[src/rtl/gpu_consts.svh]
`ifndef GPU_CONSTS_SVH
`define GPU_CONSTS_SVH

// shader core count.
`define NUM_CORES   2

// tile and frame geometry.
`define TILE_PIXELS 4
`define FB_COLS     8
`define FB_LINES    4
`define FB_PIXELS   (`FB_COLS * `FB_LINES)
`define NUM_TILES   (`FB_PIXELS / `TILE_PIXELS)

// raster blanking, in clk cycles.
`define H_BLANK     2
`define V_BLANK     10

// data widths.
`define PIX_W       5
`define COLOR_W     8
`define TILE_W      3

`endif

[src/rtl/gpu_pkg.sv]
`default_nettype none

`include "gpu_consts.svh"

package gpu_pkg;

    typedef logic [`PIX_W-1:0]     pix_addr_t;   // framebuffer address.
    typedef logic [`COLOR_W-1:0]   color_t;      // pixel color or kernel parameter.
    typedef logic [`TILE_W-1:0]    tile_idx_t;
    typedef logic [`NUM_CORES-1:0] core_mask_t;  // one bit per shader core.

    typedef enum logic [1:0] {
        SCHED_IDLE, SCHED_DISPATCH, SCHED_DRAIN, SCHED_DISPLAY
    } sched_state_t;

    typedef enum logic [1:0] {
        CORE_IDLE, CORE_COMPUTE, CORE_WRITE
    } core_state_t;

    typedef enum logic [1:0] {
        SCAN_OFF, SCAN_ACTIVE, SCAN_HBLANK, SCAN_VBLANK
    } scan_state_t;

endpackage

`default_nettype wire

[src/rtl/scanout.sv]
`timescale 1ns/1ns
`default_nettype none

`include "gpu_consts.svh"

module scanout
    import gpu_pkg::*;
(
    input  logic      clk,
    input  logic      rst,
    input  logic      start,
    input  color_t    rd_data,
    output pix_addr_t rd_addr,
    output color_t    pixel,
    output logic      blank_n,
    output logic      h_sync,
    output logic      v_sync,
    output logic      done
);

    localparam int CNT_W  = $clog2((`V_BLANK > `FB_COLS) ? `V_BLANK : `FB_COLS);
    localparam int LINE_W = $clog2(`FB_LINES);

    scan_state_t       state;
    logic [CNT_W-1:0]  cnt;
    logic [LINE_W-1:0] line;
    pix_addr_t         addr;
    logic              line_end;
    logic              hblank_end;
    logic              last_line;
    logic              issue;

    assign line_end   = (state == SCAN_ACTIVE) && (cnt == CNT_W'(`FB_COLS - 1));
    assign hblank_end = (state == SCAN_HBLANK) && (cnt == CNT_W'(`H_BLANK - 1));
    assign last_line  = (line == LINE_W'(`FB_LINES - 1));

    // A read goes out whenever the next cycle is an active one.
    assign issue = (state == SCAN_OFF && start) || (state == SCAN_ACTIVE && !line_end)
                || (hblank_end && !last_line);

    assign rd_addr = addr;
    assign pixel   = rd_data;
    assign blank_n = (state == SCAN_ACTIVE);
    assign h_sync  = (state == SCAN_HBLANK);
    assign v_sync  = (state == SCAN_VBLANK);
    assign done    = (state == SCAN_VBLANK) && (cnt == CNT_W'(`V_BLANK - 1));

    always_ff @(posedge clk) begin
        if (rst) begin
            state <= SCAN_OFF;
            cnt   <= '0;
            line  <= '0;
        end else begin
            cnt <= cnt + 1'b1;
            case (state)
                SCAN_OFF: begin
                    cnt  <= '0;
                    line <= '0;
                    if (start) begin
                        state <= SCAN_ACTIVE;
                    end
                end
                SCAN_ACTIVE: begin
                    if (line_end) begin
                        cnt   <= '0;
                        state <= SCAN_HBLANK;
                    end
                end
                SCAN_HBLANK: begin
                    if (hblank_end) begin
                        cnt   <= '0;
                        line  <= line + 1'b1;
                        state <= last_line ? SCAN_VBLANK : SCAN_ACTIVE;
                    end
                end
                SCAN_VBLANK: begin
                    if (done) begin
                        state <= SCAN_OFF;  // one frame per kernel.
                    end
                end
                default: begin
                    state <= SCAN_OFF;
                end
            endcase
        end
    end

    always_ff @(posedge clk) begin
        if (rst) begin
            addr <= '0;
        end else if (issue) begin
            addr <= addr + 1'b1;
        end else if (state == SCAN_OFF) begin
            addr <= '0;
        end
    end

endmodule

`default_nettype wire

[config.mk]
export PLATFORM = sky130hd
export DESIGN_NAME = scanout
export DESIGN_NICKNAME = d
export VERILOG_FILES = /design/src/rtl/gpu_pkg.sv /design/src/rtl/scanout.sv
export VERILOG_INCLUDE_DIRS = /design/src /design/src/rtl
export SDC_FILE = /design/constraint.sdc
export NUM_CORES = 1
export LEC_CHECK = 0
export ABC_AREA = 1
export BUFFER_PORTS_ARGS = -buffer_cell sky130_fd_sc_hd__buf_2
export CORE_AREA = 4 4 46 48
export DETAILED_ROUTE_END_ITERATION = 7
export DIE_AREA = 0 0 50 52
export PLACE_DENSITY = 0.75
export SLEW_MARGIN = 30
export SYNTH_ARGS = -nofsm -noshare
export SYNTH_HDL_FRONTEND = slang
export SYNTH_SLANG_ARGS = --single-unit
[constraint.sdc]
create_clock -name clk -period 1.5 [get_ports clk]
set_input_delay 0.3 -clock clk [delete_from_list [all_inputs] [get_ports clk]]
set_output_delay 0.3 -clock clk [all_outputs]
set_load 0.02 [all_outputs]
==> metrics.txt, run 1 <==
detailed-route via count 697; PortBufs 11; RSZ-0062 raised after global routing no; Worst path slowest cell dfxtp_4; run status finished clean; Layout area overhead 10.8%; Ports 28; Critical Path RT 1200 ps; DP Area 813 um^2; Compound-Gate Fraction of Synth Area 0.0949; Final nets 132; Clock Latency Late Sink 280 ps; Avg WL per Cell 10.9 um; Final Slew Violations 0; cell area after layout 876 um^2; final wirelength 1540 um; sequential area share after synthesis 0.329; EDFF count, synth 0; top cells by area, synth dfxtp_1, nand2_1, buf_4; PD cells 1750 nW/um^2; Post-Syn Instances 108; Iteration-0 DRC Markers 7; antenna viol nets, final 0; clock sinks 13; crit path kind flop to output pin; post-synthesis xor/xnor area fraction 0.0332; largest net degree at the start of global routing 12; layout cells sized above 1 0.259; core box area 1710 um^2; cell family with most CP delay flip-flops; Fin Setup TNS 0 ps; Synth area leader dfxtp_1; mapped cell area 791 um^2; Setup crit start kind flop; Tmin final 1430 ps; Rows 15; Post-CTS Hold Fix Bufs 0; net count after synthesis 123; root buf cell clkbuf_4; min-delay worst type input pin to flop; die width 50 um; total power draw 1.54 mW; CP Buf/Inv Count 1; Tightest Pin Transition 269 ps; # setup viols final 0; CTS tree built; post-synth cell types 22; Final Cycle Share 0.951; Ant. Diodes 0; CP peak stage delay 380 ps; Worst Skew 2.16 ps; CP Max Fanout 4; largest family of logic cells by synthesized area simple AND/OR/NAND/NOR gates; final hold violation count 0; H-tree levels 1; routability cong. 0.817; Top FF cell, synth dfxtp_1; Worst VDD drop 0.574 mV; Die Ht 52 um; post-synthesis adder-cell area fraction 0.0633; total grt overflow 0; worst path cell trace ha_4 > nand2_1 > nor2_1 > buf_4; synthesized flop and latch total 13; Setup crit end kind output pin; post-synthesis async set-or-reset flop share 0; post-synthesis simple-gate area fraction 0.328; DIE AREA 2600 um^2; global-route wire length before repair 2860 um; fmax 701 MHz; Initial DRT Pass Iterations 4; initial antenna violation count 0; most frequent cell after synthesis nand2_1; Initial Utilization 0.463; Vias per Instance 4.94; post-synthesis mux area share 0; MaxCap Viol Count 0; Yosys top cell area share 0.329; slew margin rel. 0.818; CTS buffer count 3; vias in the first global route 723; clock buffer depth 2; DRC violations left 0; Yosys Warn Count 0; post-DP HPWL 1140 um; Clock Pin Slew Worst Setup and Hold Paths 80 ps; commonest cells in the netlist nand2_1, dfxtp_1, inv_1; crit path DAT 1130 ps; leakage 0.404 nW; All-Layer GR Usage 0.142; hold slack 331 ps; synthesized area per cell 7.32 um^2
[report_power, final]
part,switching (mW),internal [mW]
Sequential,0.0930,0.429
Combinational,0.519,0.269
Clock,0.122,0.103
Total,0.735,0.801
[placed cells by master (no fill, tap or decap), drive strengths merged]
master / Yosys / layout
or2: 1 / 1
dfxtp: 13 / 13
nor3: 3 / 3
inv: 15 / 15
a21oi: 8 / 8
o21ai: 4 / 4
o211ai: 1 / 1
ha: 4 / 4
buf: 8 / 13
nand3: 6 / 6
xnor2: 1 / 1
xor2: 2 / 2
clkbuf: 1 / 4
nand2: 22 / 22
o21bai: 1 / 1
nand4: 6 / 6
nor2: 12 / 12
[through the flow]
| stage | cells | util | worst slack (ps) |
|---|---|---|---|
| floorplan | 108 | - | 250 |
| global placement | 135 | 0.476 | 252 |
| detailed placement | 135 | 0.476 | 213 |
| CTS | 139 | 0.501 | 1.73 |
| global route | 141 | 0.513 | 0.0644 |
| finish | 141 | 0.513 | 72.9 |
[layer usage]
metal | global-route usage | part of all wire | vias up
met4 | 0.0876 | 0.018 | 0
met2 | 0.235 | 0.47 | 15
met1 | 0.163 | 0.47 | 320
met3 | 0.0372 | 0.047 | 5
li1 | - | - | 357
met5 | 0 | 0 | -
[worst paths after layout]
kind	slack, ps	endpoint	cells past startpoint	from
hold reg to reg	460	line[0]$_SDFFE_PP0P_	1	line[0]$_SDFFE_PP0P_
setup / recovery	70	done	4	cnt[0]$_SDFF_PP0_
setup reg to reg	160	rd_addr[1]$_SDFFE_PP0P_	9	cnt[1]$_SDFF_PP0_
hold / removal	330	line[1]$_SDFFE_PP0P_	2	rst
[cell type report]
cell class | count | area, um^2
Clock buffer | 4 | 26.3
Timing Repair Buffer | 13 | 72.6
Sequential cell | 13 | 267
Fill cell | 170 | 832
Inverter | 15 | 56.3
Tap cell | 25 | 31.3
Multi-Input combinational cell | 71 | 423
[sequential cells by signal, indices dropped and copies added, names as in the netlist]
signal   count
cnt          4
state        2
rd_addr      5
line         2
[cells by family (layout without fill, tap and decap cells)]
logic type	after synthesis	count (layout)
buf+inv	24	32
flops	13	13
compound gates	14	14
fa+ha+maj	4	4
xor+xnor	3	3
simple gates	50	50
[timing repair]
item | in CTS | in global routing
setup endpoints to repair | 1 | 1
pin swaps | 1 | 2
gates resized for setup | 4 | 4
buffers inserted | 0 | 2
(Power assumes the default switching activity.)
==> run 2: changes to the inputs <==
Settings changed: CORE_AREA 4 4 46 48 to 4 4 45 47, DIE_AREA 0 0 50 52 to 0 0 49 51, PLACE_DENSITY 0.75 to 0.78.
Clock period 1.5 ns to 1.75 ns, I/O delays scaled along.
==> run 2 against run 1 <==
- flip-flop and latch count did not move
- core utilization fell by 0.90 points
- combinational power fell by 18%
- sequential power fell by 16%
- wire length fell by 4.0%
- critical path type unchanged
- critical path depth did not move
- power fell by 18%
- via count fell by 3.7%
- non-clock buffer count fell by 2
- clock power fell by 17%
==> metrics.txt, run 2 (synthesis gave the netlist of run 1 again) <==
DIE AREA 2500 um^2 (was 2600 um^2); Ports 28 (unchanged); Setup crit start kind flop (unchanged); Die Ht 51 um (was 52 um); leakage 0.390 nW (was 0.404 nW); commonest non-fill, non-tap cells in the layout nand2_1, dfxtp_1, inv_1 (was nand2_1, inv_1, nor2_1, dfxtp_1, buf_2); Post-CTS Hold Fix Bufs 0 (unchanged); CTS buffer count 3 (unchanged); PortBufs 11 (unchanged); MaxCap Viol Count 0 (unchanged); RSZ-0062 raised after global routing no (unchanged); Critical Path RT 1400 ps (was 1200 ps); Tmin final 1610 ps; max reg flops 5 (unchanged); CTS tree built (unchanged); Vias per Instance 5.12 (was 4.94); Clock Latency Late Sink 270 ps (was 280 ps); final hold violation count 0 (unchanged); All-Layer GR Usage 0.130 (was 0.142); final wirelength 1480 um (was 1540 um); clock sinks 13 (unchanged); DRC violations left 0 (unchanged); detailed-route via count 671 (was 697); Avg WL per Cell 11.3 um (was 10.9 um); root buf cell clkbuf_4 (unchanged); Worst VDD drop 0.614 mV (was 0.574 mV); Final nets 130 (was 132); hold slack 394 ps (was 331 ps); H-tree levels 1 (unchanged); run status finished clean (unchanged); crit path DAT 1260 ps (was 1130 ps); Tightest Pin Transition 279 ps (was 269 ps); commonest non-fill, non-tap cell in the layout nand2_1 (unchanged); PD cells 1520 nW/um^2 (was 1750 nW/um^2); Rows 15 (unchanged); antenna viol nets, final 0 (unchanged); min-delay worst type input pin to flop (unchanged); slew margin rel. 0.812 (was 0.818); Fill cells 164 (was 170); Clock Pin Slew Worst Setup and Hold Paths 90 ps (was 80 ps); # setup viols final 0 (unchanged); Initial Utilization 0.479 (was 0.463); Fin Setup TNS 0 ps (unchanged); Worst Skew 8.96 ps (was 2.16 ps); Iteration-0 DRC Markers 5 (was 7); Final Cycle Share 0.921; Final Slew Violations 0 (unchanged); layout cells sized above 1 0.211 (was 0.259); Initial DRT Pass Iterations 4 (unchanged); CP Max Fanout 4 (unchanged); routability cong. 0.811 (was 0.817); core box area 1650 um^2 (was 1710 um^2); Ant. Diodes 0 (unchanged); Layout area overhead 5.22% (was 10.8%); die width 49 um (was 50 um); postcts setup bufs 0 (unchanged); total grt overflow 0 (unchanged); crit path kind flop to output pin (unchanged); largest net degree at the start of global routing 12 (unchanged); global-route wire length before repair 2650 um (was 2860 um); post-CTS resize count 0 (was 4); clock buffer depth 2 (unchanged); fmax 620 MHz; initial antenna violation count 0 (unchanged); post-DP HPWL 1110 um (was 1140 um); Setup crit end kind output pin (unchanged); vias in the first global route 661 (was 723)
[run 2: final cells by class]
cell class	instances	area [um^2]	share of cell area
well taps	17	21.3	0.0256
repair buffers	11	55.1	0.0662
flip-flops and latches	13	260	0.313
clock buffers	4	26.3	0.0316
inverters	15	56.3	0.0677
multi-input cells	71	413	0.496
[run 2: final timing paths]
| check | start | cells after the start | to | slack, ps |
|---|---|---|---|---|
| worst max register to register | cnt[0]$_SDFF_PP0_ | 6 | state[0]$_SDFFE_PP0P_ | 440 |
| worst min-delay path | rst | 2 | line[1]$_SDFFE_PP0P_ | 390 |
| worst min register to register | line[0]$_SDFFE_PP0P_ | 1 | line[0]$_SDFFE_PP0P_ | 470 |
| worst max-delay path | cnt[0]$_SDFF_PP0_ | 4 | done | 140 |
[run 2: power by group]
part	switching, mW	total [mW]	internal [mW]
Clock	0.0987	0.187	0.0881
Combinational	0.436	0.644	0.208
Sequential	0.0766	0.436	0.359
Total	0.611	1.27	0.655
[run 2: worst max-delay path, stage by stage (launching register included)]
cell and delay (ps):
dfxtp_1 400, ha_2 250, nand2_1 80, nor2_1 90
buf_2 170
[run 2: per-layer routing]
metal | track usage | share of wire | vias up
met3 | 0.0437 | 0.047 | 0
li1 | - | - | 354
met5 | 0 | 0 | -
met2 | 0.230 | 0.49 | 7
met4 | 0.0314 | 0 | 0
met1 | 0.149 | 0.47 | 310
[run 2: stage by stage]
step                      area, um^2   util  power (mW)  cells  worst slack, ps
after floorplan                  791      -       0.958    108              450
after global placement           803  0.486        1.06    127              484
after detailed placement         803  0.486        1.08    127              425
after CTS                        830  0.502        1.27    131             92.1
after global routing             832  0.504        1.39    131             39.4
final                            832  0.504        1.27    131              137
