$ cat src/rtl/gpu_consts.svh
`ifndef GPU_CONSTS_SVH
`define GPU_CONSTS_SVH

// shader core count.
`define NUM_CORES   2

// tile and frame geometry.
`define TILE_PIXELS 4
`define FB_COLS     8
`define FB_LINES    4
`define FB_PIXELS   (`FB_COLS * `FB_LINES)
`define NUM_TILES   (`FB_PIXELS / `TILE_PIXELS)

// raster blanking, in clk cycles.
`define H_BLANK     2
`define V_BLANK     10

// data widths.
`define PIX_W       5
`define COLOR_W     8
`define TILE_W      3

`endif

$ cat src/rtl/gpu_pkg.sv
`default_nettype none

`include "gpu_consts.svh"

package gpu_pkg;

    typedef logic [`PIX_W-1:0]     pix_addr_t;   // framebuffer address.
    typedef logic [`COLOR_W-1:0]   color_t;      // pixel color or kernel parameter.
    typedef logic [`TILE_W-1:0]    tile_idx_t;
    typedef logic [`NUM_CORES-1:0] core_mask_t;  // one bit per shader core.

    typedef enum logic [1:0] {
        SCHED_IDLE, SCHED_DISPATCH, SCHED_DRAIN, SCHED_DISPLAY
    } sched_state_t;

    typedef enum logic [1:0] {
        CORE_IDLE, CORE_COMPUTE, CORE_WRITE
    } core_state_t;

    typedef enum logic [1:0] {
        SCAN_OFF, SCAN_ACTIVE, SCAN_HBLANK, SCAN_VBLANK
    } scan_state_t;

endpackage

`default_nettype wire

$ cat src/rtl/task_scheduler.sv
`timescale 1ns/1ns
`default_nettype none

`include "gpu_consts.svh"

module task_scheduler
    import gpu_pkg::*;
(
    input  logic       clk,
    input  logic       rst,
    input  logic       launch,
    input  color_t     kernel_mul,
    input  color_t     kernel_add,
    input  core_mask_t core_ready,
    input  logic       scan_done,
    output core_mask_t core_start,
    output pix_addr_t  tile_base,
    output color_t     mul,
    output color_t     add,
    output logic       scan_start,
    output logic       frame_done,
    output logic       busy
);

    sched_state_t state;
    tile_idx_t    tile_cnt;
    core_mask_t   pick;
    logic         all_ready;
    logic         accept;

    // pick is one-hot on the lowest-numbered ready core, or zero.
    always_comb begin
        pick = '0;
        for (int i = `NUM_CORES - 1; i >= 0; i--) begin
            if (core_ready[i]) begin
                pick = core_mask_t'(1) << i;
            end
        end
    end

    assign all_ready  = &core_ready;
    assign accept     = (state == SCHED_IDLE) && launch;  // a launch while busy is dropped.

    assign core_start = (state == SCHED_DISPATCH) ? pick : '0;
    assign tile_base  = pix_addr_t'(tile_cnt * `TILE_PIXELS);

    assign frame_done = (state == SCHED_DRAIN) && all_ready;
    assign scan_start = frame_done;  // the raster begins right behind the last write.
    assign busy       = (state != SCHED_IDLE);

    always_ff @(posedge clk) begin
        if (rst) begin
            state    <= SCHED_IDLE;
            tile_cnt <= '0;
        end else begin
            case (state)
                SCHED_IDLE: begin
                    if (accept) begin
                        tile_cnt <= '0;
                        state    <= SCHED_DISPATCH;
                    end
                end
                SCHED_DISPATCH: begin
                    if (|pick) begin
                        tile_cnt <= tile_cnt + 1'b1;
                        if (tile_cnt == tile_idx_t'(`NUM_TILES - 1)) begin
                            state <= SCHED_DRAIN;  // all tiles issued, wait for the cores.
                        end
                    end
                end
                SCHED_DRAIN: begin
                    if (all_ready) begin
                        state <= SCHED_DISPLAY;
                    end
                end
                SCHED_DISPLAY: begin
                    if (scan_done) begin
                        state <= SCHED_IDLE;
                    end
                end
                default: begin
                    state <= SCHED_IDLE;
                end
            endcase
        end
    end

    // Kernel parameters stay fixed for the whole frame.
    always_ff @(posedge clk) begin
        if (accept) begin
            mul <= kernel_mul;
            add <= kernel_add;
        end
    end

endmodule

`default_nettype wire

$ cat config.mk
export PLATFORM = sky130hd
export DESIGN_NAME = task_scheduler
export DESIGN_NICKNAME = d
export VERILOG_FILES = /design/src/rtl/gpu_pkg.sv /design/src/rtl/task_scheduler.sv
export VERILOG_INCLUDE_DIRS = /design/src /design/src/rtl
export SDC_FILE = /design/constraint.sdc
export NUM_CORES = 1
export LEC_CHECK = 0
export ABC_AREA = 1
export BUFFER_PORTS_ARGS = -buffer_cell sky130_fd_sc_hd__buf_2
export CORE_MARGIN = 3
export CORE_UTILIZATION = 40
export CTS_CLUSTER_DIAMETER = 40
export DETAILED_ROUTE_END_ITERATION = 10
export MAX_ROUTING_LAYER = met4
export PLACE_DENSITY = 0.82
export SLEW_MARGIN = 20
export SYNTH_ARGS = -nofsm -noshare
export SYNTH_HDL_FRONTEND = slang
export SYNTH_SLANG_ARGS = --single-unit
$ cat constraint.sdc
create_clock -name clk -period 4.4 [get_ports clk]
set_clock_uncertainty 0.2 [all_clocks]
set_input_delay 0.88 -clock clk [delete_from_list [all_inputs] [get_ports clk]]
set_output_delay 0.88 -clock clk [all_outputs]
set_load 0.01 [all_outputs]
==> flow_metrics.tcl, run 1 <==
set metrics [dict create \
    run_status "finished, final reports clean" \
    report.final.slew_viol_count 0 \
    cts_buffers 3 \
    wl_um 1850 \
    tritoncts "yes" \
    endpoint_kind "primary output" \
    grt_start_max_net_pins 17 \
    die_area_sq_um 3090 \
    clockBufferDepth 2 \
    cp-endpoint "core_start[1]" \
    cp_slowest_cell "ha_1" \
    clkLatencyLatePin_ns 0.28 \
    synthFlopType "edfxtp_1" \
    relSlewSlack 0.639 \
    core_area_sq_um 2280 \
    yosysSeqAreaShare 0.590 \
    grt_pass1_wl_um 3050 \
    netSwitchingFraction 0.395 \
    clockRootBuffer "clkbuf_4" \
    ir_worst_vdd_mv 0.241 \
    hold_buffers 0 \
    hold_viol 0 \
    clkTransAtPathRegs_ns 0.10 \
    critPathLaunchType "flop" \
    fin_crit_sh 0.579 \
    crit_type "flop to primary output" \
    async_reset_ff_frac 0 \
    synth_top_area_cell "edfxtp_1" \
    synth_edf_count 16 \
    via_count 756 \
    cts_sinks 21 \
    drt_iter0_markers 8 \
    p_comb_frac 0.471 \
    max_slew.worst_pin.slew_ns 0.541 \
    worstHoldPathType "flop to flop" \
    p_per_area_nw_per_um2 587 \
    reg2reg_depth 4 \
    final_nets 169 \
    grt_usage 0.128 \
    clockPowerShare 0.116 \
    power_mw 0.728 \
    num_rows 17 \
    gp_congestion 0.801 \
    cp.required_ns 3.32 \
    rsz0062_at_grt "no" \
    die_h_um 55.6 \
    cts_htree_levels 1 \
    worst-path-max-fanout 8 \
    setup-violations-final 0 \
    maxCapViolCount 0 \
    reg2reg_slack_ns 2.63 \
    dr.pass1.iters 4 \
    synth_top_area_share 0.489 \
    initial_core_util 0.432 \
    crit_chain "inv_1 -> ha_1 -> nand2_4 -> nor2_1 -> buf_2" \
    fin_crit_ns 2.55 \
    synthCells 93 \
    die_w_um 55.6 \
    synth.avg_cell_area_sq_um 10.6 \
    grt_pass1_vias 739 \
    post_cts_buffers 0 \
    grt-ovfl-total 0 \
    ant_nets 0 \
    avgRoutedWirePerCell_um 11.1 \
    crit-reg2reg-capture "add[1]$_DFFE_PP_" \
    antenna_cells 0 \
    hpwl_um 1600 \
    cp.arrival_ns 1.47 \
    synth_commonest_cells "edfxtp_1, nand2_1, inv_1, nor2_1, ha_1" \
    cts_resized 0 \
    synth.area.top_cells "edfxtp_1, dfxtp_1, ha_1, nand2_1, inv_1" \
    ys_warn_count 0 \
    p_int_mw 0.440 \
    ys_seq_elements 21 \
    via_per_inst 4.53 \
    leakagePower_nw 0.635 \
    area_growth_pct 26.1 \
    max_stage_delay_ns 0.39 \
    drc 0 \
    mappedNetlistArea_sq_um 983 \
    yosysUniqueCellTypes 17 \
    antenna_found_initial 0 \
    max_freq_ghz 0.392 \
    r2r_start "state[0]$_SDFFE_PP0P_" \
    finalSetupTns_ns 0 \
    p_switching_mw 0.288 \
    pwr-share-seq 0.414 \
    io_pins 48 \
    critical_path.startpoint "state[1]$_SDFFE_PP0P_" \
    port_buffers 45 \
    drive_gt1_frac 0.439 \
]
[state kept, by name, indices dropped and copies added, names as in the netlist]
name,count
state,2
tile_cnt,3
mul,8
add,8
[layer usage]
layer,track usage,share of wire,vias up
li1,-,-,378
met1,0.125,0.37,334
met2,0.233,0.51,40
met3,0.0371,0.11,4
met4,0.0590,0.012,0
met5,-,0,-
[layout by cell type (no fill, tap or decap), drive strengths merged, types with 2 or more instances in the layout]
| cell type | n |
|---|---|
| buf | 45 |
| clkbuf | 4 |
| conb | 2 |
| dfxtp | 5 |
| edfxtp | 16 |
| ha | 7 |
| inv | 15 |
| nand2 | 18 |
| nand3 | 6 |
| nor2 | 19 |
[through the flow]
stage | setup slack (ns) | hold WS [ns] | utilization | instances | cell area [sq um]
final | 1.85 | 0.318 | 0.545 | 167 | 1240
after global routing | 1.69 | 0.346 | 0.545 | 167 | 1240
after CTS | 1.83 | 0.319 | 0.545 | 167 | 1240
after detailed placement | 1.91 | 0.297 | 0.533 | 163 | 1210
after global placement | 1.96 | 0.286 | 0.533 | 163 | 1210
after floorplan | 2.03 | 0.297 | - | 94 | 987
[critical path, delay by kind of cell (launching register included)]
kind                     cells  cell delay (ns)
flip-flops                   1             0.35
buffers and inverters        2             0.26
adder cells (fa/ha/maj)      1             0.39
AND/OR/NAND/NOR              2             0.18
[cell families (layout without fill, tap and decap cells)]
kind of cell               count (synthesis)  after routing  share of synthesized area
other                                      1              2                    0.00381
and+or+nand+nor                           44             44                      0.212
adders and majority gates                  7              7                     0.0891
buffers and inverters                     19             64                     0.0916
DFF                                       21             21                      0.590
AOI/OAI and AO/OA                          1              1                     0.0127
[area by class of cell]
| type | instances | area, sq um |
|---|---|---|
| clock buffers | 4 | 26.3 |
| well taps | 28 | 35.0 |
| inverters | 15 | 56.3 |
| fillers | 197 | 1040 |
| multi-input cells | 54 | 317 |
| flip-flops and latches | 21 | 581 |
| repair buffers | 45 | 225 |
[worst min path at each step]
stage / from / to / slack [ns] / depth (start not counted)
detailed placement: tile_cnt[1]$_SDFFE_PP0P_ / tile_cnt[1]$_SDFFE_PP0P_ / 0.30 / 2
global placement: tile_cnt[1]$_SDFFE_PP0P_ / tile_cnt[1]$_SDFFE_PP0P_ / 0.29 / 2
floorplan: state[1]$_SDFFE_PP0P_ / state[1]$_SDFFE_PP0P_ / 0.30 / 2
finish: tile_cnt[1]$_SDFFE_PP0P_ / tile_cnt[1]$_SDFFE_PP0P_ / 0.32 / 2
global route: tile_cnt[2]$_SDFFE_PP0P_ / tile_cnt[2]$_SDFFE_PP0P_ / 0.35 / 2
CTS: tile_cnt[1]$_SDFFE_PP0P_ / tile_cnt[1]$_SDFFE_PP0P_ / 0.32 / 2
[power by group through the flow]
stage | clock, mW | combinational, mW | sequential (mW)
CTS | 0.0889 | 0.349 | 0.302
finish | 0.0843 | 0.343 | 0.301
global route | 0.100 | 0.391 | 0.308
floorplan | 0 | 0.236 | 0.324
global placement | 0 | 0.329 | 0.304
detailed placement | 0 | 0.348 | 0.307
Note: power is estimated with default switching activity, not from simulation.
==> run 2, diff against run 1 <==
ABC_AREA = 0   (was 1)
PLACE_DENSITY = 0.84   (was 0.82)
clock period = 2.4 ns   (was 4.4 ns; I/O delays follow)
==> flow_metrics.tcl, run 2 <==
set metrics [dict create \
    run_status "finished, final reports clean" \
    worst-path-max-fanout 8 \
    yosysUniqueCellTypes 21 \
    clkLatencyLatePin_ns 0.29 \
    grt_pass1_vias 558 \
    synthCells 63 \
    maxCapViolCount 0 \
    antenna_cells 0 \
    p_int_mw 0.725 \
    grt_start_max_net_pins 17 \
    avgRoutedWirePerCell_um 11.8 \
    crit_cells 4 \
    critPathTopFamily "flip-flops" \
    mostFrequentLayoutCells "buf_2, edfxtp_1, ha_1" \
    r2r_start "state[1]$_SDFFE_PP0P_" \
    io_pins 48 \
    ys_seq_elements 21 \
    setup-violations-final 0 \
    max_stage_delay_ns 0.37 \
    leakagePower_nw 0.556 \
    clockBufferDepth 2 \
    post_cts_buffers 0 \
    cp_slowest_cell "dfxtp_1" \
    wl_um 1610 \
    mappedNetlistArea_sq_um 886 \
    hold_start "kernel_add[6]" \
    drive_gt1_frac 0.491 \
    drt_iter0_markers 7 \
    synth.avg_cell_area_sq_um 14.1 \
    dr.pass1.iters 4 \
    layout_commonest_cell "buf_2" \
    ys_warn_count 0 \
    crit_type "flop to primary output" \
    worst-path-buf-inv 2 \
    timing.final.ws_setup_ns 0.335 \
    hold_viol 0 \
    port_buffers 45 \
    report.final.slew_viol_count 0 \
    area_growth_pct 30.2 \
    dp_slack_ns 0.448 \
    drc 0 \
    yosysSeqAreaShare 0.655 \
    tritoncts "yes" \
    via_per_inst 4.54 \
    cp-endpoint "core_start[1]" \
    critical_path.startpoint "state[1]$_SDFFE_PP0P_" \
    fin_crit_sh 0.860 \
    whs_ns 0.154 \
    crit_chain "inv_1 -> ha_1 -> and3b_2 -> buf_2" \
    via_count 622 \
    ir_worst_vdd_mv 0.612 \
    grt-ovfl-total 0 \
    synth_top_area_cell "edfxtp_1" \
    critPathLaunchType "flop" \
    endpoint_kind "primary output" \
    hold_buffers 0 \
    clockPowerShare 0.145 \
    relSlewSlack 0.572 \
    gp_congestion 0.844 \
    cts_resized 0 \
    p_per_area_nw_per_um2 945 \
    clkTransAtPathRegs_ns 0.11 \
    reg2reg_slack_ns 0.42 \
    final_nets 140 \
    top_regs "add (8), mul (8), tile_cnt (3)" \
    synth_most_common_cell "edfxtp_1" \
    p_switching_mw 0.366 \
    max_freq_ghz 0.484 \
    finalSetupTns_ns 0 \
    async_reset_ff_frac 0 \
    fill_cells 184 \
    reg2reg_depth 5 \
    grt_pass1_wl_um 2320 \
    synth_commonest_cells "edfxtp_1, ha_1, nor2_1" \
    cts_htree_levels 1 \
    grt_usage 0.119 \
    cp.required_ns 1.72 \
    core_area_sq_um 2020 \
    pwr-share-seq 0.480 \
    max_slew.worst_pin.slew_ns 0.642 \
    rsz0062_at_grt "no" \
    die_area_sq_um 2820 \
    clockRootBuffer "clkbuf_4" \
    synth.area.top_cells "edfxtp_1, dfxtp_1, ha_1, mux2i_1, buf_4" \
    cts_buffers 3 \
    antenna_found_initial 0 \
    num_rows 16 \
    initial_core_util 0.438 \
    synth_edf_count 16 \
    worstHoldPathType "input pin to flop" \
    die_w_um 53.1 \
    synth_top_area_share 0.542 \
    netSwitchingFraction 0.335 \
    cp.arrival_ns 1.38 \
    crit-reg2reg-capture "state[0]$_SDFFE_PP0P_" \
    fin_crit_ns 2.06 \
    ant_nets 0 \
    synthFlopType "edfxtp_1" \
    p_comb_frac 0.374 \
    cts_sinks 21 \
    die_h_um 53.1 \
]
run 2: cell count changes in the layout (fill, tap and decap cells not counted), sizes merged, moves of 2 or more:
cell / before / now
a21oi: 0 / 2
nand3: 6 / 1
nor2b: 0 / 2
nand2: 18 / 1
and2: 0 / 4
nor2: 19 / 6
mux2i: 0 / 3
inv: 15 / 5
run 2: per-stage QoR:
step | utilization | area, sq um | instances | power, mW
floorplan | - | 890 | 64 | 0.803
global placement | 0.557 | 1130 | 133 | 0.922
detailed placement | 0.557 | 1130 | 133 | 0.946
CTS | 0.571 | 1150 | 137 | 1.10
global route | 0.571 | 1150 | 137 | 1.17
finish | 0.571 | 1150 | 137 | 1.09
run 2: layout make-up:
cell class	instances	area (sq um)	area share
clock buffer	3	22.5	0.0195
clock inverter	1	5.00	0.00434
inverter	5	18.8	0.0163
multi-input combinational	35	268	0.232
sequential	21	581	0.503
tap	27	33.8	0.0293
timing repair buffer	45	225	0.195
run 2: worst min path at each step:
stage                                     to  slack (ns)  depth (start not counted)
floorplan              state[0]$_SDFFE_PP0P_        0.32                          2
global placement    tile_cnt[1]$_SDFFE_PP0P_        0.31                          2
finish                      add[6]$_DFFE_PP_        0.15                          1
global route                add[7]$_DFFE_PP_        0.13                          1
detailed placement  tile_cnt[1]$_SDFFE_PP0P_        0.32                          2
CTS                         add[7]$_DFFE_PP_        0.15                          1
run 2: routing by layer:
metal,vias to the layer above,wire [um],share of wire,GRT usage
li1,311,-,-,-
met4,0,0,0,0.0511
met5,-,0,0,-
met1,276,677,0.42,0.145
met3,0,173,0.11,0.0282
met2,35,760,0.47,0.188
run 2: power groups by stage:
| stage | Clock [mW] | Combinational, mW | Sequential [mW] |
|---|---|---|---|
| after floorplan | 0 | 0.235 | 0.567 |
| after global placement | 0 | 0.393 | 0.528 |
| after detailed placement | 0 | 0.413 | 0.534 |
| after CTS | 0.165 | 0.414 | 0.525 |
| after global routing | 0.181 | 0.456 | 0.532 |
| final | 0.159 | 0.408 | 0.523 |
run 2: worst reg2reg max path, cell delays in order (launching register included):
cell and delay [ns]:
dfxtp_1 0.37, inv_1 0.10, ha_1 0.27, a222oi_1 0.52, a21oi_1 0.14, a311oi_1 0.28
run 2: cells by family after synthesis:
group	after synthesis	synth area share
adders and majority gates	7	0.0989
other	1	0.00423
muxes	3	0.0339
buffers and inverters	8	0.0466
AOI/OAI and AO/OA	5	0.0424
DFF	21	0.655
and+or+nand+nor	18	0.119
==> run 3, diff against run 2 <==
PLACE_DENSITY = default   (was 0.84)
PLACE_DENSITY_LB_ADDON = 0.1   (was default)
TNS_END_PERCENT = 1   (was default)
clock period = 2.1 ns   (was 2.4 ns; I/O delays follow)
==> flow_metrics.tcl, run 3 (synthesis gave the netlist of run 2 again) <==
set metrics [dict create \
    run_status "finished, final reports clean" \
    cts_htree_levels 1 \
    final_cell_area_sq_um 1160 \
    clkLatencyLatePin_ns 0.29 \
    layout_commonest_cell "buf_2" \
    initial_core_util 0.438 \
    rsz0062_at_grt "no" \
    whs_ns 0.0973 \
    hpwl_um 1250 \
    via_per_inst 4.47 \
    timing.final.ws_setup_ns 0.139 \
    grt_usage 0.121 \
    area_growth_pct 31.2 \
    grt_start_max_net_pins 17 \
    grt_pass1_wl_um 2340 \
    hold_viol 0 \
    clockRootBuffer "clkbuf_4" \
    clkTransAtPathRegs_ns 0.10 \
    final_nets 141 \
    die_area_sq_um 2820 \
    antenna_cells 0 \
    p_per_area_nw_per_um2 1080 \
    placed_cell_area_sq_um 1130 \
    drt_iter0_markers 9 \
    ant_nets 0 \
    maxCapViolCount 0 \
    max_freq_ghz 0.510 \
    fin_crit_ns 1.96 \
    cts_sinks 21 \
    num_rows 16 \
    power_mw 1.26 \
    critPathLaunchType "flop" \
    worstHoldPathType "input pin to flop" \
    multi_input_area_sq_um 270 \
    drc 0 \
    worst-path-max-fanout 4 \
    endpoint_kind "primary output" \
    drive_gt1_frac 0.495 \
    max_slew.worst_pin.slew_ns 0.636 \
    relSlewSlack 0.576 \
    crit_type "flop to primary output" \
    grt_pass1_vias 569 \
    die_w_um 53.1 \
    core_area_sq_um 2020 \
    dp_slack_ns 0.180 \
    ir_worst_vdd_mv 0.698 \
    clockBufferDepth 2 \
    regArea_sq_um 581 \
    port_buffers 45 \
    fill_cells 193 \
    report.final.slew_viol_count 0 \
    io_pins 48 \
    avgRoutedWirePerCell_um 11.3 \
    cp.required_ns 1.48 \
    die_h_um 53.1 \
    wl_um 1560 \
    setup-violations-final 0 \
    fin_crit_sh 0.934 \
    top_regs "add (8), mul (8), tile_cnt (3)" \
    mostFrequentLayoutCells "buf_2, edfxtp_1, nor2_1, ha_1" \
    leakagePower_nw 0.556 \
    antenna_found_initial 0 \
    gp_congestion 0.771 \
    tritoncts "yes" \
    via_count 617 \
    cp.arrival_ns 1.34 \
    cts_buffers 3 \
    grt-ovfl-total 0 \
    finalSetupTns_ns 0 \
    dr.pass1.iters 4 \
]
==> run 3: layout make-up <==
class | count | area share
Clock buffer | 4 | 0.0226
Timing Repair Buffer | 46 | 0.200
Sequential cell | 21 | 0.499
Inverter | 5 | 0.0161
Multi-Input combinational cell | 35 | 0.233
Tap cell | 27 | 0.0291
==> run 3: power by group <==
group	internal [mW]	switching, mW	leakage, nW	total (mW)
sequential	0.564	0.0348	0.193	0.598
combinational	0.211	0.270	0.348	0.480
clock	0.0738	0.107	0.0150	0.181
==> run 3: critical path: stages, from the launching register on <==
cell     delay (ns)
dfxtp_1        0.40
inv_1          0.10
ha_1           0.24
and3_2         0.18
buf_2          0.13
==> run 3: worst paths after layout <==
check                           startpoint                       end  slack, ns  cells after the start
setup / recovery     state[0]$_SDFFE_PP0P_                scan_start       0.14                      4
hold / removal               kernel_add[2]          add[2]$_DFFE_PP_        0.1                      1
setup reg to reg     state[1]$_SDFFE_PP0P_     state[1]$_SDFFE_PP0P_       0.29                      6
hold reg to reg   tile_cnt[1]$_SDFFE_PP0P_  tile_cnt[1]$_SDFFE_PP0P_       0.36                      2
==> run 3: repair_timing <==
item,in CTS,in global routing
endpoints found under the hold margin,0,0
setup endpoints to repair,0,2
gates resized for setup,0,1
setup buffers,0,1
hold buffers,0,0
==> run 3: stage by stage <==
stage                     cells   util
after detailed placement    133  0.557
after CTS                   137  0.570
final                       138  0.575
after global routing        138  0.575
after global placement      133  0.557
after floorplan              64      -
==> run 3: metal layers <==
metal / vias to the layer above / wire (um) / GRT usage
met5: - / 0 / -
met3: 2 / 180 / 0.0338
met4: 0 / 14 / 0.0766
li1: 313 / - / -
met2: 27 / 728 / 0.182
met1: 275 / 640 / 0.143
