===== src/rtl/gpu_consts.svh =====
`ifndef GPU_CONSTS_SVH
`define GPU_CONSTS_SVH

// shader core count.
`define NUM_CORES   2

// tile and frame geometry.
`define TILE_PIXELS 4
`define FB_COLS     8
`define FB_LINES    4
`define FB_PIXELS   (`FB_COLS * `FB_LINES)
`define NUM_TILES   (`FB_PIXELS / `TILE_PIXELS)

// raster blanking, in clk cycles.
`define H_BLANK     2
`define V_BLANK     10

// data widths.
`define PIX_W       5
`define COLOR_W     8
`define TILE_W      3

`endif


===== src/rtl/gpu_pkg.sv =====
`default_nettype none

`include "gpu_consts.svh"

package gpu_pkg;

    typedef logic [`PIX_W-1:0]     pix_addr_t;   // framebuffer address.
    typedef logic [`COLOR_W-1:0]   color_t;      // pixel color or kernel parameter.
    typedef logic [`TILE_W-1:0]    tile_idx_t;
    typedef logic [`NUM_CORES-1:0] core_mask_t;  // one bit per shader core.

    typedef enum logic [1:0] {
        SCHED_IDLE, SCHED_DISPATCH, SCHED_DRAIN, SCHED_DISPLAY
    } sched_state_t;

    typedef enum logic [1:0] {
        CORE_IDLE, CORE_COMPUTE, CORE_WRITE
    } core_state_t;

    typedef enum logic [1:0] {
        SCAN_OFF, SCAN_ACTIVE, SCAN_HBLANK, SCAN_VBLANK
    } scan_state_t;

endpackage

`default_nettype wire


===== src/rtl/shader_core.sv =====
`timescale 1ns/1ns
`default_nettype none

`include "gpu_consts.svh"

module shader_core
    import gpu_pkg::*;
(
    input  logic      clk,
    input  logic      rst,
    input  logic      start,
    input  pix_addr_t tile_base,
    input  color_t    mul,
    input  color_t    add,
    input  logic      mem_ack,
    output logic      ready,
    output logic      mem_req,
    output pix_addr_t mem_addr,
    output color_t    mem_data
);

    localparam int CNT_W = $clog2(`TILE_PIXELS);

    core_state_t      state;
    logic [CNT_W-1:0] pix_cnt;
    pix_addr_t        pix_addr;
    color_t           color;
    logic             last_pix;
    logic             done_wr;

    // color of the current pixel, wrapping modulo 256.
    assign color    = color_t'(pix_addr) * mul + add;

    assign last_pix = (pix_cnt == CNT_W'(`TILE_PIXELS - 1));
    assign done_wr  = (state == CORE_WRITE) && mem_ack;

    assign ready    = (state == CORE_IDLE);
    assign mem_req  = (state == CORE_WRITE);  // held until the arbiter acks it.
    assign mem_addr = pix_addr;

    always_ff @(posedge clk) begin
        if (rst) begin
            state   <= CORE_IDLE;
            pix_cnt <= '0;
        end else begin
            case (state)
                CORE_IDLE: begin
                    if (start) begin
                        pix_cnt <= '0;
                        state   <= CORE_COMPUTE;
                    end
                end
                CORE_COMPUTE: begin
                    state <= CORE_WRITE;
                end
                CORE_WRITE: begin
                    if (mem_ack) begin
                        if (last_pix) begin
                            state <= CORE_IDLE;  // tile finished, ready rises next cycle.
                        end else begin
                            pix_cnt <= pix_cnt + 1'b1;
                            state   <= CORE_COMPUTE;
                        end
                    end
                end
                default: begin
                    state <= CORE_IDLE;
                end
            endcase
        end
    end

    always_ff @(posedge clk) begin
        if (state == CORE_IDLE && start) begin
            pix_addr <= tile_base;
        end else if (done_wr) begin
            pix_addr <= pix_addr + 1'b1;
        end
    end

    always_ff @(posedge clk) begin
        if (state == CORE_COMPUTE) begin
            mem_data <= color;
        end
    end

endmodule

`default_nettype wire


===== config.mk =====
export PLATFORM = sky130hd
export DESIGN_NAME = shader_core
export DESIGN_NICKNAME = d
export VERILOG_FILES = /design/src/rtl/gpu_pkg.sv /design/src/rtl/shader_core.sv
export VERILOG_INCLUDE_DIRS = /design/src /design/src/rtl
export SDC_FILE = /design/constraint.sdc
export NUM_CORES = 1
export LEC_CHECK = 0
export ABC_AREA = 1
export BUFFER_PORTS_ARGS = -buffer_cell sky130_fd_sc_hd__buf_2
export CAP_MARGIN = 20
export CORE_MARGIN = 2
export CORE_UTILIZATION = 54
export DETAILED_ROUTE_END_ITERATION = 8
export PLACE_DENSITY = 0.77
export SLEW_MARGIN = 15
export SYNTH_ARGS = -nofsm -noshare
export SYNTH_HDL_FRONTEND = slang
export SYNTH_SLANG_ARGS = --single-unit

===== constraint.sdc =====
create_clock -name clk -period 3.8 [get_ports clk]
set_input_delay 0.57 -clock clk [delete_from_list [all_inputs] [get_ports clk]]
set_output_delay 0.57 -clock clk [all_outputs]
set_load 0.1 [all_outputs]

==> metrics.csv, run 1 <==
metric;value;unit
crit path max fanout;8;
Finished Layout Cells;295;
Fin. Hold Viols;0;
Core Box Area;3030;um^2
Seq/Total Area, Yosys;27.4;%
startpoint type of the worst setup path;register;
Setup CP Type;register to register;
Post-CTS Setup Inserts;0;
combinational share of power;67.9;%
Clock transition at path regs;110;ps
fin nets;307;
status;finished clean;
Detailed Route WL;3250;um
f_max;303;MHz
cell-internal power;566;uW
grt total ovfl;0;
worst hold path class;input port to register;
CTS Buf Count;3;
Area contributors post-synth;edfxtp_1, fa_1, nand2_1;
Slew @ Worst Pin;713;ps
worst slack at placement;227;ps
critical path endpoint category;register;
Reg2Reg Setup Slack;500;ps
RSZ-0062 raised after global routing;false;
Wirelength per Cell;11.0;um
most common flop cell mapped by yosys;edfxtp_1;
clock group share of total power;8.4;%
number of diodes;0;
Starting Density;56.6;%
fin crit share;87.0;%
Die ar.;3640;um^2
H-tree depth;1;
Via density;4.64;
final setup fails;0;
DP HPWL;2760;um
Root Buffer;clkbuf_4;
initial antenna violation count;0;
Slew headroom;52.0;%
CTS Buffer Depth;2;
ANT nets after route;0;
Sink Count;17;
setup slack after layout;496;ps
synthesis-to-finish area growth;17.7;%
cts hold-fix bufs;0;
boundary pin count;40;
vias;1370;
placed cell count;291;
die height;60.3;um
max cap viols;0;
Post-synth EDFFs;13;
max-slew violation count;0;
IR drop worst, VDD;0.265;mV
minimum clock period;3300;ps
Skew-Pair Late Insertion Delay;290;ps
1st-iter DRT viols;43;
RePlAce Congestion;0.867;
pwr/cell area;580;nW/um^2
layout cell share with drive strength beyond 1;25.5;%
setup TNS;0;ps
DRC Markers;0;
Resize count post-CTS;0;
clock skew;4.73;ps
Synth area leader;edfxtp_1;
yosys warns;0;
TritonCTS clock tree;yes;
WP data required;3860;ps
syn avg cell area;8.20;um^2
Hold WS;479;ps
first-pass detailed-route iteration total;4;
share of flip-flops with an asynchronous set or reset;0;%
WP data arrival;3360;ps
Mapped Cells;209;
first-pass GRT wire length;5530;um
post-synth top area share;22.8;%
DIE WIDTH;60.3;um
leakage;0.00113;uW
IO buf count;39;
Sequential Power Share;23.7;%
row count;20;
P_sw;603;uW
count leader, synth;nand2_1;
vias in the first global route;1327;
synth unique cells;22;
switching share of total power;51.6;%
top cells by count, synth;nand2_1, inv_1, fa_1, edfxtp_1, ha_1;
Synthesized Nets;264;
largest net degree at the start of global routing;12;
Synth Register Bits;17;
Overall Global Routing Usage;20.2;%
mapped cell area;1710;um^2
## layout make-up
| class | count | area (um^2) |
|---|---|---|
| timing repair buffer | 42 | 218 |
| clock buffer | 3 | 22.5 |
| clock inverter | 1 | 5.00 |
| inverter | 54 | 203 |
| multi-input combinational | 134 | 1040 |
| tap | 44 | 55.1 |
| fill | 276 | 1010 |
| sequential | 17 | 470 |
## layer usage
layer | vias to the layer above | track usage, % | wire, um
met1 | 617 | 26.3 | 1460
met5 | - | 0 | 0
met2 | 34 | 36.2 | 1640
met3 | 6 | 3.41 | 115
li1 | 713 | - | -
met4 | 0 | 3.49 | 26
## worst paths after layout
check / start / to / depth (start not counted)
worst min register to register: pix_cnt[1]$_SDFFE_PP0P_ / pix_cnt[1]$_SDFFE_PP0P_ / 2
worst max-delay path: mem_addr[3]$_DFFE_PP_ / mem_data[7]$_DFFE_PN_ / 14
worst max register to register: mem_addr[3]$_DFFE_PP_ / mem_data[7]$_DFFE_PN_ / 14
worst min-delay path: rst / pix_cnt[0]$_SDFFE_PP0P_ / 2
## cells by family after synthesis
family                   count (synthesis)  synth area share, %
flip-flops                              17                 27.4
AND/OR/NAND/NOR                         85                 21.1
AO/OA/AOI/OAI                           13                 5.40
buffers and inverters                   58                 13.6
adder cells (fa/ha/maj)                 30                 29.3
XOR/XNOR                                 6                 3.07
## power groups by stage
stage                     registers [uW]  clock network (uW)  logic [uW]
final                                277                98.4         793
after global routing                 281                 109         883
after CTS                            278                98.3         799
after global placement               281                   0         779
after floorplan                      469                   0         476
after detailed placement             282                   0         799
## registers in the layout, summed over array words and instances, names as in the netlist
| name | flops |
|---|---|
| mem_addr | 5 |
| mem_data | 8 |
| pix_cnt | 2 |
| state | 2 |
## critical path: stages (launching register included)
cell      delay, ps
edfxtp_1        540
nand2_1         120
fa_1            540
fa_1            440
fa_1            510
inv_1            60
ha_4            230
a21oi_2         130
nand2_1          90
nand2_1          80
nand2_2          60
a21oi_4         120
inv_1            50
nand2_1          60
nand2_1          50
## per-stage QoR
stage | utilization (%) | total power [uW] | cell area [um^2]
5_1_grt | 66.6 | 1270 | 2020
3_3_place_gp | 65.7 | 1060 | 1990
2_1_floorplan | - | 944 | 1760
6_report | 66.6 | 1170 | 2020
4_1_cts | 66.6 | 1170 | 2020
3_5_place_dp | 65.7 | 1080 | 1990
## cell usage in the layout (no fill, tap or decap), drive strengths merged
master,synthesis,final
nand2,68,68
inv,54,54
buf,4,42
fa,17,17
edfxtp,13,13
ha,13,13
nand3,12,12
a21oi,6,6
o21ai,6,6
xor2,4,4
dfxtp,4,4
nor2,4,4
clkbuf,0,3
xnor2,2,2
nand4,1,1
o31ai,1,1
clkinv,0,1
Power figures use the tool's default switching activity.
==> run 2: changes to the inputs <==
- RECOVER_POWER: not set -> 50
==> run 2 against run 1 <==
Combinational power fell by 0.8%. Clock power grew 0.4%. Critical path type unchanged. Global-route usage unchanged.
==> metrics.csv, run 2 (synthesized netlist as in run 1, its figures left out) <==
metric;value;unit;change
status;finished clean;;
row count;20;;unchanged
max-slew violation count;0;;unchanged
Finished Cell Area;1990;um^2;-1.3%
clock group share of total power;8.5;%;about the same
Clock transition at path regs;110;ps;about the same
CP Cell Sequence;nand2_1 -> fa_1 -> fa_1 -> fa_1 -> inv_1 -> ha_4 -> a21oi_2 -> nand2_1 -> nand2_1 -> nand2_2 -> a21oi_4 -> inv_1 -> nand2_1 -> nand2_1;;
WP data required;3860;ps;about the same
Core Box Area;3030;um^2;unchanged
IR drop worst, VDD;0.264;mV;-0.52%
Sink Count;17;;unchanged
initial antenna violation count;0;;unchanged
most frequent cells in the layout;nand2_1, inv_1, buf_2;;
Post-CTS Setup Inserts;0;;unchanged
RSZ-0062 raised after global routing;false;;
clock skew;3.58;ps;-1.15 ps
max cap viols;0;;unchanged
first-pass GRT wire length;5530;um;unchanged
Fin. Hold Viols;0;;unchanged
Sequential Power Share;23.8;%;about the same
P_sw;600;uW;-0.55%
Setup CP Type;register to register;;
DP HPWL;2760;um;unchanged
Finished Layout Cells;295;;unchanged
RePlAce Congestion;0.867;;unchanged
cts hold-fix bufs;0;;unchanged
critical path's top delay family;adder cells;;
Slew headroom;23.3;%;-29 points
Slew @ Worst Pin;1160;ps;+443 ps
1st-iter DRT viols;38;;-12%
Wirelength per Cell;10.9;um;-0.62%
grt total ovfl;0;;unchanged
pwr/cell area;584;nW/um^2;+0.73%
area of the multi-input gates;1020;um^2;-2.0%
largest net degree at the start of global routing;12;;unchanged
# fillers;279;;+1.1%
fin nets;307;;unchanged
die height;60.3;um;unchanged
Overall Global Routing Usage;20.2;%;unchanged
minimum clock period;3300;ps;-6.26 ps
f_max;303;MHz;+0.19%
Biggest register;mem_data;;
WP data arrival;3360;ps;about the same
Root Buffer;clkbuf_4;;
IO buf count;39;;unchanged
final setup fails;0;;unchanged
Die ar.;3640;um^2;unchanged
first-pass detailed-route iteration total;4;;unchanged
delay of the slowest critical-path stage;540;ps;about the same
Area after DPL;1990;um^2;unchanged
setup TNS;0;ps;unchanged
Critical Path Slowest Stage Cell;edfxtp_1;;
placed cell count;291;;unchanged
startpoint type of the worst setup path;register;;
critical path endpoint category;register;;
cell-internal power;562;uW;-0.61%
ANT nets after route;0;;unchanged
leading cell type in the layout, fill and taps excluded;nand2_1;;
fin crit share;86.8;%;-0.16 points
CP Buf/Inv Count;2;;unchanged
Starting Density;56.6;%;unchanged
combinational share of power;67.7;%;-0.2 points
layout cell share with drive strength beyond 1;23.1;%;-2.4 points
vias in the first global route;1327;;unchanged
Skew-Pair Late Insertion Delay;290;ps;about the same
Detailed Route WL;3230;um;-0.62%
synthesis-to-finish area growth;16.1;%;
CTS Buf Count;3;;unchanged
switching share of total power;51.6;%;about the same
number of diodes;0;;unchanged
leakage;0.00112;uW;-0.79%
DIE WIDTH;60.3;um;unchanged
CTS Buffer Depth;2;;unchanged
crit path max fanout;8;;unchanged
TritonCTS clock tree;yes;;
DRC Markers;0;;unchanged
CP most frequent cell;nand2_1;;
H-tree depth;1;;unchanged
Via density;4.59;;-1.2%
boundary pin count;40;;unchanged
Resize count post-CTS;0;;unchanged
storage element area;470;um^2;unchanged
vias;1354;;-1.2%
number of flip-flops in the largest register;8;;unchanged
worst hold path class;input port to register;;
## run 2: cell count changes in the layout (fill, tap and decap cells not counted)
cell / before / now
inv_2: 3 / 1
nor2_1: 3 / 4
o21ai_1: 4 / 2
o21ai_0: 2 / 4
buf_4: 3 / 2
o31ai_1: 0 / 1
buf_2: 39 / 38
clkinv_1: 0 / 1
clkbuf_1: 0 / 2
nor2_4: 1 / 0
inv_1: 51 / 52
o31ai_4: 1 / 0
## run 2: path summary, 6_finish.rpt
path                                start                      end  slack (ps)  cells past startpoint
setup reg to reg    mem_addr[3]$_DFFE_PP_    mem_data[7]$_DFFE_PN_         500                     14
hold reg to reg   pix_cnt[1]$_SDFFE_PP0P_  pix_cnt[1]$_SDFFE_PP0P_         480                      2
hold / removal                        rst  pix_cnt[0]$_SDFFE_PP0P_         470                      2
setup / recovery    mem_addr[3]$_DFFE_PP_    mem_data[7]$_DFFE_PN_         500                     14
## run 2: power by group through the flow
stage / Clock [uW] / Combinational, uW / Sequential (uW)
final: 98.8 / 787 / 277
after global routing: 109 / 877 / 281
after CTS: 98.3 / 799 / 278
after detailed placement: 0 / 799 / 282
after global placement: 0 / 779 / 281
after floorplan: 0 / 476 / 469
## run 2: final cells by class
cell class,count,area share [%]
clock inverter,1,0.251
tap,44,2.77
clock buffer,3,1.13
timing repair buffer,42,10.7
inverter,54,10.2
multi-input combinational,134,51.4
sequential,17,23.6
## run 2: metrics by stage
stage / total power (uW) / worst slack (ps) / hold WS, ps / utilization (%)
global route: 1270 / 273 / 467 / 65.7
floorplan: 944 / 2.21 / 441 / -
CTS: 1170 / 479 / 470 / 66.6
finish: 1160 / 502 / 475 / 65.7
detailed placement: 1080 / 227 / 466 / 65.7
global placement: 1060 / 312 / 454 / 65.7
## run 2: worst reg2reg max path: stages (launching register included)
cell	delay (ps)
edfxtp_1	540
nand2_1	120
fa_1	540
fa_1	440
fa_1	510
inv_1	60
ha_4	230
a21oi_2	130
nand2_1	90
nand2_1	80
nand2_2	60
a21oi_4	120
inv_1	50
nand2_1	60
nand2_1	50
## run 2: metal layers
metal	routed length [um]	vias to the layer above	part of all wire [%]	global-route usage (%)
met5	0	-	0	0
met4	23	0	0.71	3.49
met3	119	4	3.7	3.41
met2	1630	30	51	36.2
met1	1450	606	45	26.3
li1	-	714	-	-
==> run 3: changes to the inputs <==
- ABC_AREA: 1 -> not set
- CORE_UTILIZATION: 54 -> 53
- PLACE_DENSITY: 0.77 -> 0.76
==> run 3 against run 2 <==
Largest cell class unchanged. Sequential power up 4%. Fmax down 5.5%. Critical endpoint unchanged. Sequential share of layout area up 1.1 points. First-iteration DRC count down 18%. Synthesized cell count down 25%.
==> metrics.csv, run 3 <==
metric;value;unit;change
syn avg cell area;10.3;um^2;+25%
most frequent cells in the layout;buf_2, inv_1, nand2_1;;
Synth Area in Adders;31.2;%;+1.9 points
ANT nets after route;0;;unchanged
CTS Buf Count;3;;unchanged
largest net degree at the start of global routing;13;;+1
Hold Crit Depth;2;;unchanged
fin crit share;91.8;%;+5.0 points
post-synthesis mux area share;1.94;%;+1.9 points
hold_sp;rst;;
first-pass GRT wire length;5270;um;-4.6%
RePlAce Congestion;0.891;;+2.7%
largest family of logic cells by synthesized area;adder cells;;
vias in the first global route;1220;;-8.1%
Synthesized Nets;212;;-20%
Clock transition at path regs;120;ps;about the same
IR drop worst, VDD;0.211;mV;-20%
Post-Synth XOR/XNOR Area;10.2;%;+7.1 points
yosys warns;0;;unchanged
Slew @ Worst Pin;825;ps;-331 ps
Mapped Cells;157;;-25%
Die ar.;3500;um^2;-4.0%
leading cell type in the layout, fill and taps excluded;buf_2;;
crit path max fanout;12;;+4
RSZ-0062 raised after global routing;false;;
1st-iter DRT viols;31;;-18%
Biggest register;mem_data;;
most common flop cell mapped by yosys;edfxtp_1;;
Starting Density;54.1;%;-2.5 points
cts hold-fix bufs;0;;unchanged
max-slew violation count;0;;unchanged
Synth area leader;edfxtp_1;;
count leader, synth;inv_1;;
Via density;5.14;;+12%
compound-cell area share of the yosys netlist;5.44;%;+0.038 points
first-pass detailed-route iteration total;4;;unchanged
Post-synth EDFFs;13;;unchanged
Hold WS;445;ps;-29.4 ps
leakage;0.000903;uW;-19%
Slew headroom;44.9;%;+22 points
number of flip-flops in the largest register;8;;unchanged
Root Buffer;clkbuf_4;;
CTS Buffer Depth;2;;unchanged
status;finished clean;;
final setup fails;0;;unchanged
Resize count post-CTS;0;;unchanged
initial antenna violation count;0;;unchanged
vias;1188;;-12%
setup TNS;0;ps;unchanged
f_max;287;MHz;-5.5%
synthesis-to-finish area growth;18.1;%;
IO buf count;39;;unchanged
boundary pin count;40;;unchanged
max cap viols;0;;unchanged
DIE WIDTH;59.1;um;-2.0%
Worst R2R End;mem_data[7]$_DFFE_PN_;;
clock skew;9.06;ps;+5.47 ps
row count;20;;unchanged
worst hold path class;input port to register;;
Core Box Area;2980;um^2;-1.7%
Skew-Pair Late Insertion Delay;310;ps;+20 ps
Setup CP Type;register to register;;
Sink Count;17;;unchanged
mapped cell area;1610;um^2;-6.1%
Post-CTS Setup Inserts;0;;unchanged
post-synth top area share;24.2;%;+1.5 points
WP data required;3860;ps;about the same
WP data arrival;3550;ps;+190 ps
minimum clock period;3490;ps;+191 ps
fin nets;254;;-17%
synth unique cells;26;;+18%
TritonCTS clock tree;yes;;
Fin. Hold Viols;0;;unchanged
top cells by count, synth;inv_1, nand2_1, fa_1, and2_1;;
grt total ovfl;0;;unchanged
startpoint type of the worst setup path;register;;
DRC Markers;0;;unchanged
pwr/cell area;630;nW/um^2;+7.9%
critical path endpoint category;register;;
Detailed Route WL;3160;um;-2.1%
Wirelength per Cell;13.7;um;+25%
die height;59.1;um;-2.0%
layout cell share with drive strength beyond 1;27.3;%;+4.2 points
number of diodes;0;;unchanged
H-tree depth;1;;unchanged
WHS Endpoint;state[0]$_SDFFE_PP0P_;;
share of flip-flops with an asynchronous set or reset;0;%;unchanged
Overall Global Routing Usage;20.3;%;+0.053 points
DP HPWL;2610;um;-5.4%
Area contributors post-synth;edfxtp_1, fa_1, ha_1;;
Worst R2R Start;mem_addr[0]$_DFFE_PP_;;
Seq/Total Area, Yosys;29.2;%;+1.8 points
Reg2Reg Depth;11;;-3
Synth Register Bits;17;;unchanged
Reg2Reg Setup Slack;310;ps;-190 ps
Post-Synth Simple-Gate Area;14.8;%;-6.3 points
-- run 3: cell types whose count changed after synthesis, sizes merged, moves of 4 or more --
cell and change:
and2 +15, inv -28, nand2 -47, nand3 -10, nor2b +4, xnor2 +7
-- run 3: routing by layer --
layer / global-route usage, % / share of wire, % / vias up
li1: - / - / 576
met1: 25.3 / 42 / 580
met2: 36.2 / 53 / 26
met3: 3.28 / 2.5 / 6
met4: 5.84 / 2.0 / 0
met5: 0 / 0 / -
-- run 3: kinds of logic after synthesis --
| family | Yosys count |
|---|---|
| xor+xnor | 15 |
| buf+inv | 29 |
| flops | 17 |
| compound gates | 15 |
| mux | 3 |
| simple gates | 48 |
| fa+ha+maj | 30 |
-- run 3: critical path, stage by stage (launching register included) --
cell and delay (ps):
edfxtp_1 580, and2_4 220, fa_1 480, inv_1 60
fa_1 500, fa_1 540, inv_2 50, ha_4 160
a211oi_2 200, o21bai_1 80, a21oi_1 140, xnor3_1 220
-- run 3: area by class of cell --
class	count	area, um^2
clock inverters	1	7.51
repair buffers	40	203
clock buffers	3	22.5
fillers	254	1080
inverters	26	97.6
well taps	33	41.3
flip-flops and latches	17	470
multi-input cells	111	1060
-- run 3: worst max path at each step --
stage	slack, ps	startpoint	to
3_5_place_dp	160	mul[3]	mem_data[7]$_DFFE_PN_
3_3_place_gp	280	mul[3]	mem_data[7]$_DFFE_PN_
2_1_floorplan	20	mem_addr[0]$_DFFE_PP_	mem_data[7]$_DFFE_PN_
4_1_cts	280	mem_addr[0]$_DFFE_PP_	mem_data[7]$_DFFE_PN_
6_report	310	mem_addr[0]$_DFFE_PP_	mem_data[7]$_DFFE_PN_
5_1_grt	160	mem_addr[0]$_DFFE_PP_	mem_data[7]$_DFFE_PN_
-- run 3: stage by stage --
| stage | util, % | cell area, um^2 | cells | worst slack, ps | power (uW) |
|---|---|---|---|---|---|
| after global placement | 62.9 | 1870 | 227 | 283 | 1060 |
| after floorplan | - | 1660 | 157 | 17.2 | 954 |
| final | 63.9 | 1900 | 231 | 310 | 1200 |
| after CTS | 63.9 | 1900 | 231 | 276 | 1210 |
| after detailed placement | 62.9 | 1870 | 227 | 155 | 1090 |
| after global routing | 63.9 | 1900 | 231 | 163 | 1280 |
-- run 3: where the power goes --
group | total (uW) | switching, uW | internal, uW | leakage [uW]
Combinational | 801 | 499 | 302 | 0.000734
Sequential | 289 | 23.1 | 266 | 0.000155
Clock | 109 | 68.9 | 40.1 | 0.0000139
Total | 1200 | 591 | 608 | 0.000903
